$ cat src/design/board_pkg.sv
`default_nettype none

package board_pkg;

  // 640x480 at 60 Hz with a 25 MHz pixel clock
  localparam logic [9:0] h_active = 10'd640;
  localparam logic [9:0] h_front  = 10'd16;
  localparam logic [9:0] h_sync   = 10'd96;
  localparam logic [9:0] h_back   = 10'd48;
  localparam logic [9:0] h_total  = h_active + h_front + h_sync + h_back;

  localparam logic [9:0] v_active = 10'd480;
  localparam logic [9:0] v_front  = 10'd10;
  localparam logic [9:0] v_sync   = 10'd2;
  localparam logic [9:0] v_back   = 10'd33;
  localparam logic [9:0] v_total  = v_active + v_front + v_sync + v_back;

  // Bits per pattern colour
  localparam int color_depth = 6;

  localparam logic [4:0] reset_stretch_len = 5'd16;

  // Clock cycles per half period of sd_clk
  localparam logic [3:0] spi_half_period = 4'd2;

  // Encoder depth, input to symbol
  localparam int tmds_latency = 2;

  // DVI control symbols, indexed by {c1, c0}
  localparam logic [9:0] tmds_ctrl_00 = 10'b1101010100;
  localparam logic [9:0] tmds_ctrl_01 = 10'b0010101011;
  localparam logic [9:0] tmds_ctrl_10 = 10'b0101010100;
  localparam logic [9:0] tmds_ctrl_11 = 10'b1010101011;

  // One 10-bit symbol, seen as a code word or as a data symbol
  typedef union packed {
    logic [9:0] raw;
    struct packed {
      logic       invert;
      logic       use_xor;
      logic [7:0] data;
    } fields;
  } tmds_symbol_t;

endpackage

`default_nettype wire

$ cat src/design/main_core.sv
`timescale 1ns/100ps
`default_nettype none

module main_core
  import board_pkg::*;
(
  input  logic       clk_25mhz,
  input  logic       reset,
  input  logic [6:1] btn,
  input  logic       sd_miso,
  output logic [7:0] led,
  output logic       sd_clk,
  output logic       sd_csn,
  output logic       sd_mosi,
  output logic [9:0] tmds_red,
  output logic [9:0] tmds_green,
  output logic [9:0] tmds_blue
);

  logic [9:0]             pix_x;
  logic [9:0]             pix_y;
  logic                   tim_de;
  logic                   tim_hsync;
  logic                   tim_vsync;
  logic [color_depth-1:0] red_c;
  logic [color_depth-1:0] green_c;
  logic [color_depth-1:0] blue_c;
  logic [7:0]             red_q;
  logic [7:0]             green_q;
  logic [7:0]             blue_q;
  logic                   de_q;
  logic                   hsync_q;
  logic                   vsync_q;
  logic [6:3]             nibble_q;
  logic                   btn1_q;
  logic                   btn1_prev;
  logic                   spi_start;
  logic                   spi_busy;
  logic                   spi_done;
  logic [7:0]             spi_rx;

  video_timing u_timing (
    .clk_25mhz (clk_25mhz),
    .reset     (reset),
    .x         (pix_x),
    .y         (pix_y),
    .de        (tim_de),
    .hsync     (tim_hsync),
    .vsync     (tim_vsync)
  );

  // Test pattern
  assign red_c   = pix_x[7:2];
  assign green_c = pix_y[7:2];
  assign blue_c  = pix_x[7:2] ^ pix_y[7:2];

  // Colour and sync registered together so all three lanes line up
  always_ff @(posedge clk_25mhz) begin
    red_q   <= {red_c, red_c[color_depth-1 -: 2]};
    green_q <= {green_c, green_c[color_depth-1 -: 2]};
    blue_q  <= {blue_c, blue_c[color_depth-1 -: 2]};
  end

  always_ff @(posedge clk_25mhz) begin
    if (reset) begin
      de_q    <= 1'b0;
      hsync_q <= 1'b0;
      vsync_q <= 1'b0;
    end else begin
      de_q    <= tim_de;
      hsync_q <= tim_hsync;
      vsync_q <= tim_vsync;
    end
  end

  tmds_encoder u_enc_red (
    .clk_25mhz (clk_25mhz),
    .reset     (reset),
    .data      (red_q),
    .ctrl      (2'b00),
    .de        (de_q),
    .symbol    (tmds_red)
  );

  tmds_encoder u_enc_green (
    .clk_25mhz (clk_25mhz),
    .reset     (reset),
    .data      (green_q),
    .ctrl      (2'b00),
    .de        (de_q),
    .symbol    (tmds_green)
  );

  // Blue lane carries the syncs
  tmds_encoder u_enc_blue (
    .clk_25mhz (clk_25mhz),
    .reset     (reset),
    .data      (blue_q),
    .ctrl      ({vsync_q, hsync_q}),
    .de        (de_q),
    .symbol    (tmds_blue)
  );

  // Button sampling and rising edge of btn[1]
  always_ff @(posedge clk_25mhz) begin
    if (reset) begin
      nibble_q  <= 4'h0;
      btn1_q    <= 1'b0;
      btn1_prev <= 1'b0;
    end else begin
      nibble_q  <= btn[6:3];
      btn1_q    <= btn[1];
      btn1_prev <= btn1_q;
    end
  end

  assign spi_start = btn1_q && !btn1_prev && !spi_busy;

  sd_spi_byte u_spi (
    .clk_25mhz (clk_25mhz),
    .reset     (reset),
    .start     (spi_start),
    .tx_byte   ({nibble_q, 4'h5}),
    .sd_miso   (sd_miso),
    .sd_clk    (sd_clk),
    .sd_csn    (sd_csn),
    .sd_mosi   (sd_mosi),
    .busy      (spi_busy),
    .done      (spi_done),
    .rx_byte   (spi_rx)
  );

  // Show the last byte read from the card
  always_ff @(posedge clk_25mhz) begin
    if (reset) begin
      led <= 8'h00;
    end else if (spi_done) begin
      led <= spi_rx;
    end
  end

endmodule

`default_nettype wire

$ cat src/design/reset_stretch.sv
`timescale 1ns/100ps
`default_nettype none

module reset_stretch
  import board_pkg::*;
(
  input  logic clk_25mhz,
  input  logic ready,
  output logic reset_out
);

  logic [4:0] count;

  // Reload while the button is held, then run down
  always_ff @(posedge clk_25mhz) begin
    if (!ready) begin
      count <= reset_stretch_len;
    end else if (count != 5'd0) begin
      count <= count - 5'd1;
    end
  end

  // Release once the count has drained
  assign reset_out = !ready || (count != 5'd0);

endmodule

`default_nettype wire

$ cat src/design/sd_spi_byte.sv
`timescale 1ns/100ps
`default_nettype none

module sd_spi_byte
  import board_pkg::*;
(
  input  logic       clk_25mhz,
  input  logic       reset,
  input  logic       start,
  input  logic [7:0] tx_byte,
  input  logic       sd_miso,
  output logic       sd_clk,
  output logic       sd_csn,
  output logic       sd_mosi,
  output logic       busy,
  output logic       done,
  output logic [7:0] rx_byte
);

  logic [3:0] div_count;
  logic [2:0] bit_count;
  logic [7:0] tx_shift;
  logic [7:0] rx_shift;
  logic       half_end;
  logic       last_fall;

  assign half_end  = busy && (div_count == spi_half_period - 4'd1);
  assign last_fall = half_end && sd_clk && (bit_count == 3'd7);

  always_ff @(posedge clk_25mhz) begin
    if (reset) begin
      busy      <= 1'b0;
      done      <= 1'b0;
      sd_csn    <= 1'b1;
      sd_clk    <= 1'b0;
      sd_mosi   <= 1'b0;
      div_count <= 4'd0;
      bit_count <= 3'd0;
    end else begin
      done <= 1'b0;
      if (!busy) begin
        if (start) begin
          busy      <= 1'b1;
          sd_csn    <= 1'b0;
          sd_mosi   <= tx_byte[7];
          div_count <= 4'd0;
          bit_count <= 3'd0;
        end
      end else if (half_end) begin
        div_count <= 4'd0;
        sd_clk    <= !sd_clk;
        if (last_fall) begin
          busy    <= 1'b0;
          done    <= 1'b1;
          sd_csn  <= 1'b1;
          sd_mosi <= 1'b0;
        end else if (sd_clk) begin
          // Falling edge, present the next bit
          bit_count <= bit_count + 3'd1;
          sd_mosi   <= tx_shift[6];
        end
      end else begin
        div_count <= div_count + 4'd1;
      end
    end
  end

  // Data shifting, MSB first
  always_ff @(posedge clk_25mhz) begin
    if (!busy && start) begin
      tx_shift <= tx_byte;
    end else if (half_end && sd_clk) begin
      tx_shift <= {tx_shift[6:0], 1'b0};
    end
    // Sample on the edge that raises sd_clk
    if (half_end && !sd_clk) begin
      rx_shift <= {rx_shift[6:0], sd_miso};
    end
    if (last_fall) begin
      rx_byte <= rx_shift;
    end
  end

endmodule

`default_nettype wire

$ cat src/design/tmds_encoder.sv
`timescale 1ns/100ps
`default_nettype none

module tmds_encoder
  import board_pkg::*;
(
  input  logic       clk_25mhz,
  input  logic       reset,
  input  logic [7:0] data,
  input  logic [1:0] ctrl,
  input  logic       de,
  output logic [9:0] symbol
);

  logic [3:0]        ones_in;
  logic              use_xnor;
  logic [8:0]        q_m_next;
  logic [8:0]        q_m;
  logic              de_d;
  logic [1:0]        ctrl_d;
  logic [3:0]        ones_q;
  logic signed [5:0] q_diff;
  logic signed [5:0] disparity;
  logic signed [5:0] disparity_next;
  tmds_symbol_t      sym_next;

  // Stage 1, fewest transitions
  always_comb begin
    ones_in = 4'd0;
    for (int i = 0; i < 8; i++) begin
      ones_in = ones_in + {3'b000, data[i]};
    end
    use_xnor = (ones_in > 4'd4) || ((ones_in == 4'd4) && !data[0]);
    q_m_next[0] = data[0];
    for (int i = 1; i < 8; i++) begin
      q_m_next[i] = use_xnor ? !(q_m_next[i-1] ^ data[i]) : (q_m_next[i-1] ^ data[i]);
    end
    q_m_next[8] = !use_xnor;
  end

  always_ff @(posedge clk_25mhz) begin
    q_m <= q_m_next;
  end

  always_ff @(posedge clk_25mhz) begin
    if (reset) begin
      de_d   <= 1'b0;
      ctrl_d <= 2'b00;
    end else begin
      de_d   <= de;
      ctrl_d <= ctrl;
    end
  end

  // Stage 2, DC balance against the running disparity
  always_comb begin
    ones_q = 4'd0;
    for (int i = 0; i < 8; i++) begin
      ones_q = ones_q + {3'b000, q_m[i]};
    end
    // Ones minus zeros of the word
    q_diff = $signed({1'b0, ones_q, 1'b0}) - 6'sd8;
    sym_next.fields.use_xor = q_m[8];
    if ((disparity == 6'sd0) || (q_diff == 6'sd0)) begin
      sym_next.fields.invert = !q_m[8];
      sym_next.fields.data   = q_m[8] ? q_m[7:0] : ~q_m[7:0];
      disparity_next = q_m[8] ? disparity + q_diff : disparity - q_diff;
    end else if (((disparity > 6'sd0) && (q_diff > 6'sd0)) ||
                 ((disparity < 6'sd0) && (q_diff < 6'sd0))) begin
      sym_next.fields.invert = 1'b1;
      sym_next.fields.data   = ~q_m[7:0];
      disparity_next = disparity - q_diff + (q_m[8] ? 6'sd2 : 6'sd0);
    end else begin
      sym_next.fields.invert = 1'b0;
      sym_next.fields.data   = q_m[7:0];
      disparity_next = disparity + q_diff - (q_m[8] ? 6'sd0 : 6'sd2);
    end
  end

  always_ff @(posedge clk_25mhz) begin
    if (reset) begin
      symbol    <= tmds_ctrl_00;
      disparity <= 6'sd0;
    end else if (!de_d) begin
      disparity <= 6'sd0;
      case (ctrl_d)
        2'b00:   symbol <= tmds_ctrl_00;
        2'b01:   symbol <= tmds_ctrl_01;
        2'b10:   symbol <= tmds_ctrl_10;
        default: symbol <= tmds_ctrl_11;
      endcase
    end else begin
      symbol    <= sym_next.raw;
      disparity <= disparity_next;
    end
  end

endmodule

`default_nettype wire

$ cat src/design/ulx3s_top.sv
`timescale 1ns/100ps
`default_nettype none

module ulx3s_top (
  input  logic       clk_25mhz,
  input  logic [6:0] btn,
  input  logic       sd_miso,
  output logic [7:0] led,
  output logic       sd_clk,
  output logic       sd_csn,
  output logic       sd_mosi,
  output logic [9:0] tmds_red,
  output logic [9:0] tmds_green,
  output logic [9:0] tmds_blue
);

  logic reset;

  // btn[0] low holds the core in reset
  reset_stretch u_reset (
    .clk_25mhz (clk_25mhz),
    .ready     (btn[0]),
    .reset_out (reset)
  );

  main_core u_core (
    .clk_25mhz  (clk_25mhz),
    .reset      (reset),
    .btn        (btn[6:1]),
    .sd_miso    (sd_miso),
    .led        (led),
    .sd_clk     (sd_clk),
    .sd_csn     (sd_csn),
    .sd_mosi    (sd_mosi),
    .tmds_red   (tmds_red),
    .tmds_green (tmds_green),
    .tmds_blue  (tmds_blue)
  );

endmodule

`default_nettype wire

$ cat src/design/video_timing.sv
`timescale 1ns/100ps
`default_nettype none

module video_timing
  import board_pkg::*;
(
  input  logic       clk_25mhz,
  input  logic       reset,
  output logic [9:0] x,
  output logic [9:0] y,
  output logic       de,
  output logic       hsync,
  output logic       vsync
);

  logic [9:0] h_count;
  logic [9:0] v_count;
  logic       line_end;
  logic       frame_end;

  assign line_end  = (h_count == h_total - 10'd1);
  assign frame_end = (v_count == v_total - 10'd1);

  always_ff @(posedge clk_25mhz) begin
    if (reset) begin
      h_count <= 10'd0;
      v_count <= 10'd0;
    end else if (line_end) begin
      h_count <= 10'd0;
      if (frame_end) begin
        v_count <= 10'd0;
      end else begin
        v_count <= v_count + 10'd1;
      end
    end else begin
      h_count <= h_count + 10'd1;
    end
  end

  assign x = h_count;
  assign y = v_count;

  // Visible area starts at the top left corner
  assign de = (h_count < h_active) && (v_count < v_active);

  // Sync follows the front porch, active high
  assign hsync = (h_count >= h_active + h_front) &&
                 (h_count < h_active + h_front + h_sync);
  assign vsync = (v_count >= v_active + v_front) &&
                 (v_count < v_active + v_front + v_sync);

endmodule

`default_nettype wire

$ cat config.mk
export PLATFORM = sky130hd
export DESIGN_NAME = ulx3s_top
export DESIGN_NICKNAME = d
export VERILOG_FILES = /design/src/design/board_pkg.sv /design/src/design/main_core.sv /design/src/design/reset_stretch.sv /design/src/design/sd_spi_byte.sv /design/src/design/tmds_encoder.sv /design/src/design/ulx3s_top.sv /design/src/design/video_timing.sv
export SDC_FILE = /design/constraint.sdc
export NUM_CORES = 1
export LEC_CHECK = 0
export ABC_AREA = 1
export BUFFER_PORTS_ARGS = -buffer_cell sky130_fd_sc_hd__buf_2
export CORE_ASPECT_RATIO = 1.4
export CORE_UTILIZATION = 60
export CTS_BUF_LIST = sky130_fd_sc_hd__clkbuf_16
export CTS_CLUSTER_DIAMETER = 200
export DETAILED_ROUTE_END_ITERATION = 8
export GPL_ROUTABILITY_DRIVEN = 0
export PLACE_DENSITY_LB_ADDON = 0.1
export SLEW_MARGIN = 30
export SYNTH_ARGS = -nofsm -noshare
export SYNTH_HDL_FRONTEND = slang
export SYNTH_SLANG_ARGS = --single-unit
export TNS_END_PERCENT = 5
$ cat constraint.sdc
create_clock -name clk_25mhz -period 5.8 [get_ports clk_25mhz]
set_clock_uncertainty 0.15 [all_clocks]
set_input_delay 0.29 -clock clk_25mhz [delete_from_list [all_inputs] [get_ports clk_25mhz]]
set_output_delay 0.29 -clock clk_25mhz [all_outputs]
set_load 0.02 [all_outputs]
==> Yosys cells after proc, flatten, opt, wreduce, memory -nomap -nowiden <==
Index checks and enable logic that the tools add are counted.
{ "word_totals": {"out_inout_bits": 41, "ramBits": 0, "wordCells": 318, "mem_bits_ro": 0, "n_memories": 0, "latch_bits": 0, "ff_bits": 179} }
{ "op_classes": {"div_mod_pow": 0, "addsub": 62, "n_eq_ne": 14, "bitwise": 28, "reduce_logical": 80, "muxes": 78, "mul": 0, "shifts": 0, "magnitude_cmp": 21} }
{ "ops": {"columns": ["op", "n"], "rows": [
  ["$add A4 B1 Y4", 24],
  ["$mux W8", 9],
  ["$mux W6", 9],
  ["$mux W1", 41],
  ["$gt A6 B1 Y1 const B", 6],
  ["$logic_not A6 Y1", 6],
  ["$lt A6 B1 Y1 const B", 6],
  ["$logic_not A1 Y1", 34],
  ["$pmux W10 S3", 1],
  ["$add A3 B1 Y4", 6],
  ["$not A8 Y8", 3],
  ["$xor A1 B1 Y1", 21],
  ["$add A10 B1 Y10 const B", 2],
  ["$eq A10 B10 Y1 const B", 2],
  ["$lt A10 B10 Y1 const B", 2],
  ["$lt A10 B9 Y1 const B", 2],
  ["$mux W10", 2],
  ["$logic_and A1 B1 Y1", 19],
  ["$add A2 B1 Y3", 6],
  ["$add A6 B3 Y6", 3],
  ["$add A6 B6 Y6", 3],
  ["$sub A5 B4 Y6 const B", 3],
  ["$sub A6 B3 Y6", 3],
  ["$sub A6 B6 Y6", 3],
  ["other kinds (30)", 67]
]} }

==> Logic depth before layout (Yosys ltp) <==
Gate-level depths: netlist (run 1).
{ "depth": {"depth_word": 29, "mapped_depth": 22, "ltp_nobuf": 22} }

==> Modules after synthesis <==
From an unflattened synthesis (run 1), not the netlist that was laid out.
{ "hier_totals": {"hier_cells": 1297, "hier_area_um2": 10287.4} }
{ "by_module_without_submodules": {"columns": ["mod", "cells_each", "area_per_inst_um2", "instances", "seq_area_each_um2"], "rows": [
  ["tmds_encoder at u_core.u_enc_red", 297, 2203.4, 1, 540.5],
  ["tmds_encoder at u_core.u_enc_green", 295, 2185.8, 1, 540.5],
  ["tmds_encoder at u_core.u_enc_blue", 281, 2117.0, 1, 540.5],
  ["sd_spi_byte", 107, 1358.8, 1, 930.9],
  ["video_timing", 177, 1144.8, 1, 400.4],
  ["main_core", 106, 1022.2, 1, 700.7],
  ["reset_stretch", 34, 255.2, 1, 100.1]
]} }

==> Worst setup path after synthesis (run 1) <==
Ideal clock, no wire load.
{ "synth_path": {"kind": "reg-to-reg", "from": "register u_core.u_enc_green.q_m[0]", "to": "register u_core.u_enc_green.disparity[5]", "required_ps": 5518, "arrival_time_ps": 4263, "synth_period_minus_slack_ps": 4546, "setup_slack_ps": 1254, "path_stages_with_launch": 21, "path_buffers": 0, "setup_ps": 132, "cell_sequence": "dfxtp_1 > inv_1 > fa_1 > fa_1 > fa_1 > inv_1 > ha_1 > fa_1 > xnor2_1 > inv_1 > ha_1 > ha_1 > inv_2 > nand2_1 > o21ai_1 > xnor2_1 > nand3_1 > nand3_1 > nand2_1 > nand2_1 > a21oi_1"} }
{ "synth_via": {"elab_chain_len": 13, "elab_cells_between_ends": 22, "cone_classes": "12 x add/sub; 2 x order compare; 3 x mux; 5 x reduce/logical"} }
{ "synth_rtl": {"columns": ["item", "line_no", "rtl"], "rows": [
  ["start: declaration", "tmds_encoder.sv:18", "logic [8:0] q_m;"],
  ["start signal: assignment", "tmds_encoder.sv:42", "q_m <= q_m_next;"],
  ["$add A1 B1 Y2 *", "tmds_encoder.sv:59", "ones_q = ones_q + {3'b000, q_m[i]};"],
  ["$add A2 B1 Y3 *", "tmds_encoder.sv:59", null],
  ["$add A3 B1 Y4 *", "tmds_encoder.sv:59", null],
  ["$add A4 B1 Y4 * (4 in a row)", "tmds_encoder.sv:59", null],
  ["$sub A5 B4 Y6 *", "tmds_encoder.sv:62", "q_diff = $signed({1'b0, ones_q, 1'b0}) - 6'sd8;"],
  ["branches (longest 4 deep; another with $add A6 B6 Y6)", null, null],
  ["$mux W6 *", "tmds_encoder.sv:64", "if ((disparity == 6'sd0) || (q_diff == 6'sd0)) begin"],
  ["end signal: assignment", "tmds_encoder.sv:94", "disparity <= disparity_next;"],
  ["end: declaration", "tmds_encoder.sv:23", "logic signed [5:0] disparity;"]
]} }
Mark *: on every way between the ends.
A chain may end at the register's enable or synchronous reset.

==> Worst setup path after layout (run 1) <==
Same ends and word-level chain as after synthesis.

==> results of run 1 <==
critical path: stages (launching register included):
cell and delay [ns]:
sky130_fd_sc_hd__dfxtp_1 0.33, sky130_fd_sc_hd__inv_1 0.07, sky130_fd_sc_hd__fa_1 0.51, sky130_fd_sc_hd__fa_1 0.52, sky130_fd_sc_hd__fa_1 0.55, sky130_fd_sc_hd__inv_1 0.05
sky130_fd_sc_hd__ha_1 0.22, sky130_fd_sc_hd__fa_1 0.38, sky130_fd_sc_hd__xnor2_1 0.29, sky130_fd_sc_hd__inv_1 0.12, sky130_fd_sc_hd__ha_1 0.32, sky130_fd_sc_hd__ha_1 0.35
sky130_fd_sc_hd__inv_2 0.10, sky130_fd_sc_hd__nand2_1 0.05, sky130_fd_sc_hd__o21ai_1 0.26, sky130_fd_sc_hd__xnor2_1 0.18, sky130_fd_sc_hd__nand3_1 0.10, sky130_fd_sc_hd__nand3_1 0.10
sky130_fd_sc_hd__nand2_1 0.06, sky130_fd_sc_hd__nand2_1 0.05, sky130_fd_sc_hd__a21oi_1 0.06
stage by stage:
| stage | power [W] | util [%] |
|---|---|---|
| floorplan | 0.00134 | - |
| global placement | 0.00137 | 64.8 |
| detailed placement | 0.00137 | 64.8 |
| CTS | 0.00254 | 69.4 |
| global route | 0.00261 | 69.4 |
| finish | 0.00252 | 69.4 |
cell usage in the layout, fill, tap and decap left out, types with 7 or more instances in the layout:
master,Yosys,layout
sky130_fd_sc_hd__nand2_2,8,8
sky130_fd_sc_hd__edfxtp_1,19,19
sky130_fd_sc_hd__nor3_1,7,7
sky130_fd_sc_hd__nor2_1,89,89
sky130_fd_sc_hd__xor2_1,39,39
sky130_fd_sc_hd__buf_2,5,48
sky130_fd_sc_hd__o211ai_1,11,11
sky130_fd_sc_hd__fa_1,30,30
sky130_fd_sc_hd__nand4_1,8,8
sky130_fd_sc_hd__a21oi_1,63,63
sky130_fd_sc_hd__dlygate4sd3_1,0,7
sky130_fd_sc_hd__dfxtp_1,151,151
sky130_fd_sc_hd__nor2_2,7,7
sky130_fd_sc_hd__inv_2,31,31
sky130_fd_sc_hd__xnor2_1,12,12
sky130_fd_sc_hd__ha_1,86,86
sky130_fd_sc_hd__nand2_1,246,246
sky130_fd_sc_hd__nand3_1,67,67
sky130_fd_sc_hd__a31oi_1,7,7
sky130_fd_sc_hd__o21ai_1,21,21
sky130_fd_sc_hd__clkbuf_16,0,17
sky130_fd_sc_hd__o21ai_0,24,24
sky130_fd_sc_hd__inv_1,184,184
final cells by class:
cell class | count | area [um2] | share of cell area [%]
repair buffers | 56 | 318 | 3.03
flip-flops and latches | 170 | 3590 | 34.3
clock buffers | 17 | 425 | 4.05
clock inverters | 15 | 204 | 1.94
multi-input cells | 765 | 4900 | 46.7
well taps | 192 | 240 | 2.29
inverters | 215 | 807 | 7.69
flip-flops by register name, summed over array words and instances, names as in the netlist, 6 cells and up:
signal and flops:
u_core.led 8, u_core.u_spi.tx_shift 7, u_core.u_spi.rx_byte 8, u_core.red_q 6, u_core.u_enc_green.q_m 9, u_core.u_timing.x 10, u_core.u_enc_green.symbol 10, u_core.u_enc_red.symbol 10
u_core.green_q 6, u_core.u_spi.rx_shift 8, u_core.blue_q 6, u_core.u_enc_blue.symbol 10, u_core.u_timing.y 10, u_core.u_enc_blue.q_m 9, u_core.u_enc_red.q_m 9
worst paths after layout:
kind	from	endpoint	slack, ns	depth (start not counted)
worst max-delay path	u_core.u_enc_green.q_m[0]	u_core.u_enc_green.disparity[5]	0.86	20
worst min register to register	u_core.u_timing.x[3]	u_core.red_q[3]	0.23	0
worst min-delay path	u_core.u_timing.x[3]	u_core.red_q[3]	0.23	0
worst max register to register	u_core.u_enc_green.q_m[0]	u_core.u_enc_green.disparity[5]	0.86	20
metal layers:
| layer | share of wire, % | track usage (%) | up-vias | wire (um) |
|---|---|---|---|---|
| met3 | 1.8 | 3.18 | 29 | 321 |
| met2 | 53 | 45.3 | 82 | 9510 |
| met1 | 43 | 26.4 | 3374 | 7580 |
| li1 | - | - | 3809 | - |
| met5 | 0 | 0 | - | 0 |
| met4 | 2.1 | 10.6 | 0 | 380 |
cell families after synthesis:
family          count (synthesis)
xor+xnor                       53
compound gates                151
flops                         170
fa+ha+maj                     116
buf+inv                       228
simple gates                  445
power by group:
group	internal [W]	switching, W	leakage (nW)
combinational	0.0000401	0.0000723	3.24
sequential	0.00122	0.0000144	1.39
clock	0.000599	0.000570	0.303
total	0.00186	0.000657	4.93
timing repair:
item	in CTS	in global routing
resized for setup	0	0
hold buffers	7	0
endpoints found under the hold margin	7	0
==> tab_implementation.tex, run 1 <==
\begin{tabular}{lr}
\hline
Metric & Value \\
\hline
\multicolumn{2}{l}{\textbf{Outcome}} \\
\quad Run status & completed \\
\multicolumn{2}{l}{\textbf{Routing}} \\
\quad DRC marker count from the first detailed-route iteration & 281 \\
\quad Length of the first detailed-routing pass in iterations & 4 \\
\quad Routed length per instance & approximately 12 um \\
\quad Avg Vias per Cell & 5.10 \\
\quad Number of nets still failing antenna checks after routing & 0 \\
\quad DRC violation count after routing & 0 \\
\quad Total wire length after detailed routing & 17.8 mm \\
\quad Total number of vias & between 7000 and 8000 \\
\multicolumn{2}{l}{\textbf{Logic synthesis}} \\
\quad Asr flop ratio synth & 0\% \\
\quad Share of synthesized area occupied by flip-flops and latches & about two fifths \\
\quad Post-synthesis sequential element count & 170 \\
\quad Post-synth net total & roughly 1300 \\
\quad Main combinational cell family by area after synthesis & simple AND/OR/NAND/NOR gates \\
\quad EDFF count, synth & 19 \\
\quad Simple-gate portion of the synthesized area & 19.9\% \\
\quad Leading post-synthesis cells by cell area & sky130\_fd\_sc\_hd\_\_dfxtp\_1 (32\%), sky130\_fd\_sc\_hd\_\_ha\_1 (11\%), sky130\_fd\_sc\_hd\_\_nand2\_1 (9.9\%), sky130\_fd\_sc\_hd\_\_inv\_1 (7.4\%), sky130\_fd\_sc\_hd\_\_fa\_1 (6.4\%) \\
\quad Warning count from the yosys run & 0 \\
\quad Top post-synthesis cells by count & sky130\_fd\_sc\_hd\_\_nand2\_1 (246), sky130\_fd\_sc\_hd\_\_inv\_1 (184), sky130\_fd\_sc\_hd\_\_dfxtp\_1 (151) \\
\quad Most area-hungry cell type in the Yosys netlist & sky130\_fd\_sc\_hd\_\_dfxtp\_1 \\
\quad Proportion of netlist area held by the largest area contributor & approximately 32\% \\
\quad XOR/XNOR Fraction of Synth Area & 5.12\% \\
\quad Number of distinct library cell variants in the gate-level netlist after synthesis & just over 40 \\
\quad Proportion of synthesized area in mux cells & 0\% \\
\quad Dominant cell by count in the synthesized netlist & sky130\_fd\_sc\_hd\_\_nand2\_1 \\
\quad Compound-Gate Fraction of Synth Area & approximately a tenth \\
\quad Primary FF master, synth & sky130\_fd\_sc\_hd\_\_dfxtp\_1 \\
\quad Adder-Cell Fraction of Synth Area & 17.9\% \\
\quad Mean instance size in the synthesized netlist & slightly above 8 um2 \\
\quad Synthesized netlist cell count & 1163 \\
\quad Cell Area, Synth & approximately 9400 um2 \\
\multicolumn{2}{l}{\textbf{STA}} \\
\quad Post-route setup TNS & 0 ns \\
\quad Shortest period the worst path allows & roughly 5 ns \\
\quad Setup repair after global routing missed its margin & no \\
\quad Total count of hold-check failures in the final report & 0 \\
\quad Final hold slack & 0.234 ns \\
\quad Finish-stage setup viols & 0 \\
\quad Fin crit share & between 80\% and 90\% \\
\quad Pins Over Slew Limit & 0 \\
\quad Relative slew slack & between 50 and 60\% \\
\quad Max frequency & roughly 200 MHz \\
\quad Worst Slack Setup Final & between 0.8 and 0.9 ns \\
\quad Transition time at the pin with the least slew margin & roughly 0.64 ns \\
\multicolumn{2}{l}{\textbf{Floorplan}} \\
\quad Chip Width & $\sim$110 um \\
\quad Height of the die & about 150 um \\
\quad Effective utilization at floorplan & roughly three fifths \\
\quad Std-Cell Rows & 53 \\
\quad Core outline area & 15100 um2 \\
\quad Number of primary I/O pins & 50 \\
\quad Overall die area & $\sim$16000 um2 \\
\multicolumn{2}{l}{\textbf{Cells and area}} \\
\quad Filler Cell Count & $\sim$1200 \\
\quad Layout overhead on the synthesized area & 12.1\% \\
\quad Fraction of final layout cells sized beyond drive strength 1 & 11.1\% \\
\quad Fin cells & 1430 \\
\quad Cell area after layout & around 10000 um2 \\
\quad Number of nets at the end of the flow & about 1400 \\
\quad Number of antenna repair diodes & 0 \\
\multicolumn{2}{l}{\textbf{Clock network}} \\
\quad H-tree depth & 4 \\
\quad CTS tree & yes \\
\quad TritonCTS Sinks & between 150 and 200 \\
\quad Register clock-pin slew on the reported worst setup and hold paths & 0.07 ns \\
\quad Maximum count of clock buffers along a single path & 2 \\
\quad Number of buffers added by the clock tree synthesis step & 17 \\
\quad Post-CTS setup buffer count & 0 \\
\quad Clock Root Buffer & sky130\_fd\_sc\_hd\_\_clkbuf\_16 \\
\quad Clock latency reported for the late side of the worst-skew pair & roughly 0.44 ns \\
\multicolumn{2}{l}{\textbf{Critical path}} \\
\quad Capturing element type of the critical path & flip-flop \\
\quad Crit path max fanout & 4 \\
\quad Setup Crit Path Kind & flip-flop to flip-flop \\
\quad Arrival @ worst endpoint & 5.08 ns \\
\quad Crit path launch type & flip-flop \\
\quad CP required & 5.94 ns \\
\multicolumn{2}{l}{\textbf{Placement}} \\
\quad IO buf count & between 40 and 50 \\
\quad DP Worst Slack & around 0.88 ns \\
\quad Area post-placement & approximately 10000 um2 \\
\quad Total half-perimeter wirelength after legalization and detailed placement & approximately 13 mm \\
\quad Total instance count after detailed placement & approximately 1400 \\
\multicolumn{2}{l}{\textbf{Job}} \\
\quad \# Max-Cap Violations & 0 \\
\multicolumn{2}{l}{\textbf{Pwr}} \\
\quad Leak Pwr & slightly below 5 nW \\
\quad Worst ir drop on vdd & about 230 uV \\
\quad Ratio of total power to cell area & about 240 nW/um2 \\
\multicolumn{2}{l}{\textbf{Hold path}} \\
\quad Class of the most critical hold timing path & flip-flop to flip-flop \\
\multicolumn{2}{l}{\textbf{Global routing}} \\
\quad GR Overflow Total & 0 \\
\quad Largest net degree at the start of global routing & between 40 and 50 \\
\quad Number of antenna violations at the first check in global routing & 0 \\
\quad Global routing usage summed across all routing layers & around a quarter \\
\quad First-pass GRT wire length & 30.6 mm \\
\quad Number of global-route vias before repair & $\sim$7000 \\
\hline
\end{tabular}
(Power assumes the default switching activity.)
==> run 2, diff against run 1 <==
--- a/config.mk
+++ b/config.mk
@@ -5,7 +5,6 @@
 export SDC_FILE = /design/constraint.sdc
 export NUM_CORES = 1
 export LEC_CHECK = 0
-export ABC_AREA = 1
 export BUFFER_PORTS_ARGS = -buffer_cell sky130_fd_sc_hd__buf_2
 export CORE_ASPECT_RATIO = 1.4
 export CORE_UTILIZATION = 60
==> tab_implementation.tex, run 2 <==
\begin{tabular}{lr}
\hline
Metric & Value \\
\hline
\multicolumn{2}{l}{\textbf{Global routing}} \\
\quad GR Overflow Total & 0 (unchanged) \\
\quad Global routing usage summed across all routing layers & 23.1\% (-0.98 points) \\
\quad Gr busiest metal & met2 \\
\quad Global routing usage on met2 & 43.8\% (-1.5 points) \\
\quad Number of antenna violations at the first check in global routing & 0 (unchanged) \\
\quad Number of global-route vias before repair & 6398 (-10\%) \\
\quad First-pass GRT wire length & 28.4 mm (-7.1\%) \\
\quad Met3 Track Usage GR & 4.61\% (+1.4 points) \\
\quad Global routing usage on met1 & 24.8\% (-1.7 points) \\
\quad Largest net degree at the start of global routing & 28 (-32\%) \\
\multicolumn{2}{l}{\textbf{Logic synthesis}} \\
\quad EDFF count, synth & 19 (unchanged) \\
\quad Primary FF master, synth & sky130\_fd\_sc\_hd\_\_dfxtp\_1 \\
\quad Most area-hungry cell type in the Yosys netlist & sky130\_fd\_sc\_hd\_\_dfxtp\_1 \\
\quad Leading post-synthesis cells by cell area & sky130\_fd\_sc\_hd\_\_dfxtp\_1 (34\%), sky130\_fd\_sc\_hd\_\_ha\_1 (12\%), sky130\_fd\_sc\_hd\_\_xnor2\_1 (7.6\%), sky130\_fd\_sc\_hd\_\_fa\_1 (6.7\%), sky130\_fd\_sc\_hd\_\_edfxtp\_1 (6.3\%) \\
\quad Synthesized netlist cell count & 909 (-22\%) \\
\quad Asr flop ratio synth & 0\% (unchanged) \\
\quad Warning count from the yosys run & 0 (unchanged) \\
\quad Cell Area, Synth & 9000 um2 (-3.8\%) \\
\quad Mean instance size in the synthesized netlist & 9.90 um2 (+23\%) \\
\quad Proportion of netlist area held by the largest area contributor & 33.6\% (+1.3 points) \\
\quad Number of distinct library cell variants in the gate-level netlist after synthesis & 57 (+39\%) \\
\quad Top post-synthesis cells by count & sky130\_fd\_sc\_hd\_\_dfxtp\_1 (151), sky130\_fd\_sc\_hd\_\_inv\_1 (108), sky130\_fd\_sc\_hd\_\_ha\_1 (86) \\
\quad Post-synthesis sequential element count & 170 (unchanged) \\
\quad Dominant cell by count in the synthesized netlist & sky130\_fd\_sc\_hd\_\_dfxtp\_1 \\
\quad Share of synthesized area occupied by flip-flops and latches & 39.9\% (+1.5 points) \\
\quad Post-synth net total & 1034 (-20\%) \\
\multicolumn{2}{l}{\textbf{Critical path}} \\
\quad Crit path max-delay family & adder cells \\
\quad Arrival @ worst endpoint & 5.35 ns (+0.27 ns) \\
\quad Crit path launch type & flip-flop \\
\quad R2R Setup Slk & 0.63 ns (-0.22 ns) \\
\quad CP required & 5.98 ns (+0.04 ns) \\
\quad Most Frequent Cell on Critical Path & sky130\_fd\_sc\_hd\_\_fa\_1 \\
\quad Worst r2r dst & u\_core.u\_enc\_green.disparity[5] \\
\quad Number of stages on the worst setup path & 16 (-20\%) \\
\quad Slowest CP cell & sky130\_fd\_sc\_hd\_\_fa\_1 \\
\quad Setup Crit Path Kind & flip-flop to flip-flop \\
\quad Critical path cell sequence & inv\_1, fa\_1, fa\_1, fa\_1, inv\_1, ha\_1, fa\_1, xor2\_1, ha\_1, ha\_1, nor3b\_1, or3\_1, a22oi\_1, nor3b\_1, a211o\_1, a21oi\_1 \\
\quad Capturing element type of the critical path & flip-flop \\
\quad Reg-to-reg startpoint & u\_core.u\_enc\_green.q\_m[0] \\
\quad Depth of the worst register-to-register path & 16 (-20\%) \\
\quad Number of buffers and inverters on the critical path & 2 (-2) \\
\quad Crit path max fanout & 9 (+5) \\
\quad Worst stage delay on the critical path & 0.54 ns (about the same) \\
\multicolumn{2}{l}{\textbf{Cells and area}} \\
\quad Sequential cell area & 3590 um2 (unchanged) \\
\quad Fraction of final layout cells sized beyond drive strength 1 & 9.69\% (-1.5 points) \\
\quad Fin cells & 1159 (-19\%) \\
\quad Most common cell after layout, fill and taps aside & sky130\_fd\_sc\_hd\_\_dfxtp\_1 \\
\quad Number of nets at the end of the flow & 1082 (-20\%) \\
\quad Filler Cell Count & 1154 (-7.4\%) \\
\quad Commonest cells after routing, fill and taps aside & sky130\_fd\_sc\_hd\_\_dfxtp\_1 (151), sky130\_fd\_sc\_hd\_\_inv\_1 (109), sky130\_fd\_sc\_hd\_\_ha\_1 (86) \\
\quad Multi-input gate area & 4900 um2 (unchanged) \\
\quad Number of antenna repair diodes & 0 (unchanged) \\
\quad Share of the core filled with cells & 68.5\% (-0.85 points) \\
\quad Layout overhead on the synthesized area & 11.0\% \\
\quad Cell area after layout & 9990 um2 (-4.8\%) \\
\multicolumn{2}{l}{\textbf{Routing}} \\
\quad Number of nets still failing antenna checks after routing & 0 (unchanged) \\
\quad Total number of vias & 6199 (-15\%) \\
\quad DRC marker count from the first detailed-route iteration & 254 (-9.6\%) \\
\quad Avg Vias per Cell & 5.35 (+4.9\%) \\
\quad Total wire length after detailed routing & 16.8 mm (-5.6\%) \\
\quad Routed length per instance & 14.5 um (+16\%) \\
\quad Length of the first detailed-routing pass in iterations & 5 (+1) \\
\quad DRC violation count after routing & 0 (unchanged) \\
\multicolumn{2}{l}{\textbf{Clock network}} \\
\quad CTS tree & yes \\
\quad H-tree depth & 4 (unchanged) \\
\quad Clock Root Buffer & sky130\_fd\_sc\_hd\_\_clkbuf\_16 \\
\quad Register clock-pin slew on the reported worst setup and hold paths & 0.06 ns (about the same) \\
\quad Post-CTS setup buffer count & 0 (unchanged) \\
\quad Clock latency reported for the late side of the worst-skew pair & 0.43 ns (about the same) \\
\quad TritonCTS Sinks & 170 (unchanged) \\
\quad Number of buffers added by the clock tree synthesis step & 17 (unchanged) \\
\quad Maximum count of clock buffers along a single path & 2 (unchanged) \\
\multicolumn{2}{l}{\textbf{Hold path}} \\
\quad Class of the most critical hold timing path & input port to flip-flop \\
\quad Min-Delay Endpoint & u\_reset.count[4] \\
\quad Min-Delay Path Depth & 2 (+2) \\
\quad Startpoint of the most critical hold path & btn[0] \\
\multicolumn{2}{l}{\textbf{Job}} \\
\quad \# Max-Cap Violations & 0 (unchanged) \\
\multicolumn{2}{l}{\textbf{STA}} \\
\quad Post-route setup TNS & 0 ns (unchanged) \\
\quad Total count of hold-check failures in the final report & 0 (unchanged) \\
\quad Transition time at the pin with the least slew margin & 0.959 ns (+0.314 ns) \\
\quad Relative slew slack & 35.9\% (-21 points) \\
\quad Pins Over Slew Limit & 0 (unchanged) \\
\quad Setup repair after global routing missed its margin & no \\
\quad Shortest period the worst path allows & 5.17 ns (+0.225 ns) \\
\quad Final hold slack & 0.0409 ns (-0.193 ns) \\
\quad Finish-stage setup viols & 0 (unchanged) \\
\quad Max frequency & 193 MHz (-4.3\%) \\
\quad Fin crit share & 89.1\% (+3.9 points) \\
\multicolumn{2}{l}{\textbf{Placement}} \\
\quad Area post-placement & 9380 um2 (-4.2\%) \\
\quad IO buf count & 48 (unchanged) \\
\quad Total instance count after detailed placement & 1121 (-19\%) \\
\quad Total half-perimeter wirelength after legalization and detailed placement & 12.6 mm (-6.5\%) \\
\multicolumn{2}{l}{\textbf{Outcome}} \\
\quad Run status & completed \\
\multicolumn{2}{l}{\textbf{Floorplan}} \\
\quad Number of primary I/O pins & 50 (unchanged) \\
\quad Std-Cell Rows & 52 (-1.9\%) \\
\quad Overall die area & 15500 um2 (-3.8\%) \\
\quad Chip Width & 106 um (-1.9\%) \\
\quad Effective utilization at floorplan & 61.8\% (-0.13 points) \\
\quad Core outline area & 14600 um2 (-3.6\%) \\
\quad Height of the die & 147 um (-1.9\%) \\
\multicolumn{2}{l}{\textbf{Pwr}} \\
\quad Ratio of total power to cell area & 239 nW/um2 (-0.25\%) \\
\quad Worst ir drop on vdd & 207 uV (-11\%) \\
\quad Leak Pwr & 4.38 nW (-11\%) \\
\hline
\end{tabular}
-- run 2: cell types whose count changed after synthesis, sizes merged, moves of 14 or more --
| cell | change |
|---|---|
| inv | -107 |
| a211oi | +14 |
| nor2 | -23 |
| o21ai | -37 |
| nand2 | -201 |
| a21oi | -19 |
| xnor2 | +66 |
| mux2i | +23 |
| nand3 | -51 |
| clkbuf | +14 |
| and3 | +18 |
-- run 2: worst max path at each step --
stage                         startpoint  slack, ns                         endpoint
2_1_floorplan  u_core.u_enc_green.q_m[0]       0.92  u_core.u_enc_green.disparity[5]
3_3_place_gp   u_core.u_enc_green.q_m[0]       0.76  u_core.u_enc_green.disparity[5]
3_5_place_dp   u_core.u_enc_green.q_m[0]       0.63  u_core.u_enc_green.disparity[5]
4_1_cts        u_core.u_enc_green.q_m[0]       0.61  u_core.u_enc_green.disparity[5]
5_1_grt        u_core.u_enc_green.q_m[0]       0.31     u_core.u_enc_green.symbol[6]
6_report       u_core.u_enc_green.q_m[0]       0.63  u_core.u_enc_green.disparity[5]
-- run 2: worst register-to-register path: stages (launching register included) --
cell                      delay [ns]
sky130_fd_sc_hd__dfxtp_1        0.35
sky130_fd_sc_hd__inv_1          0.07
sky130_fd_sc_hd__fa_1           0.52
sky130_fd_sc_hd__fa_1           0.53
sky130_fd_sc_hd__fa_1           0.54
sky130_fd_sc_hd__inv_1          0.05
sky130_fd_sc_hd__ha_1           0.22
sky130_fd_sc_hd__fa_1           0.38
sky130_fd_sc_hd__xor2_1         0.25
sky130_fd_sc_hd__ha_1           0.30
sky130_fd_sc_hd__ha_1           0.42
sky130_fd_sc_hd__nor3b_1        0.19
sky130_fd_sc_hd__or3_1          0.40
sky130_fd_sc_hd__a22oi_1        0.21
sky130_fd_sc_hd__nor3b_1        0.07
sky130_fd_sc_hd__a211o_1        0.28
sky130_fd_sc_hd__a21oi_1        0.13
-- run 2: layer usage --
| metal | wire [um] | share of wire [%] | vias to the layer above |
|---|---|---|---|
| met5 | 0 | 0 | - |
| met4 | 317 | 1.9 | 0 |
| met2 | 9220 | 55 | 93 |
| met1 | 6770 | 40 | 2983 |
| met3 | 472 | 2.8 | 29 |
| li1 | - | - | 3094 |
-- run 2: stage by stage --
stage | power [W] | setup WS [ns]
after floorplan | 0.00134 | 0.917
after global placement | 0.00136 | 0.763
after detailed placement | 0.00137 | 0.634
after CTS | 0.00241 | 0.610
after global routing | 0.00249 | 0.313
final | 0.00239 | 0.631
-- run 2: where the power goes --
group	switching (W)	internal [W]
registers	0.0000209	0.00122
logic	0.0000663	0.0000453
clock network	0.000485	0.000556
-- run 2: area by class of cell --
class                           count  area share [%]
Clock buffer                       17            4.26
Clock inverter                     15            1.18
Multi-Input combinational cell    605            49.1
Inverter                          108            4.06
Tap cell                          189            2.37
Timing Repair Buffer               55            3.08
Sequential cell                   170            36.0
-- run 2: cell families (layout without fill, tap and decap cells) --
logic type / Yosys count / in the layout / synth area share, %
AOI/OAI and AO/OA: 116 / 116 / 8.49
xor gates and xnor gates: 122 / 122 / 11.9
adders and majority gates: 116 / 116 / 18.6
buffers and inverters: 134 / 195 / 5.64
DFF: 170 / 170 / 39.9
muxes: 26 / 26 / 3.25
and+or+nand+nor: 225 / 225 / 12.2
-- run 2: what timing repair did --
action	CTS	global route
gates resized for setup	0	0
endpoints found under the hold margin	6	0
hold buffers	6	0
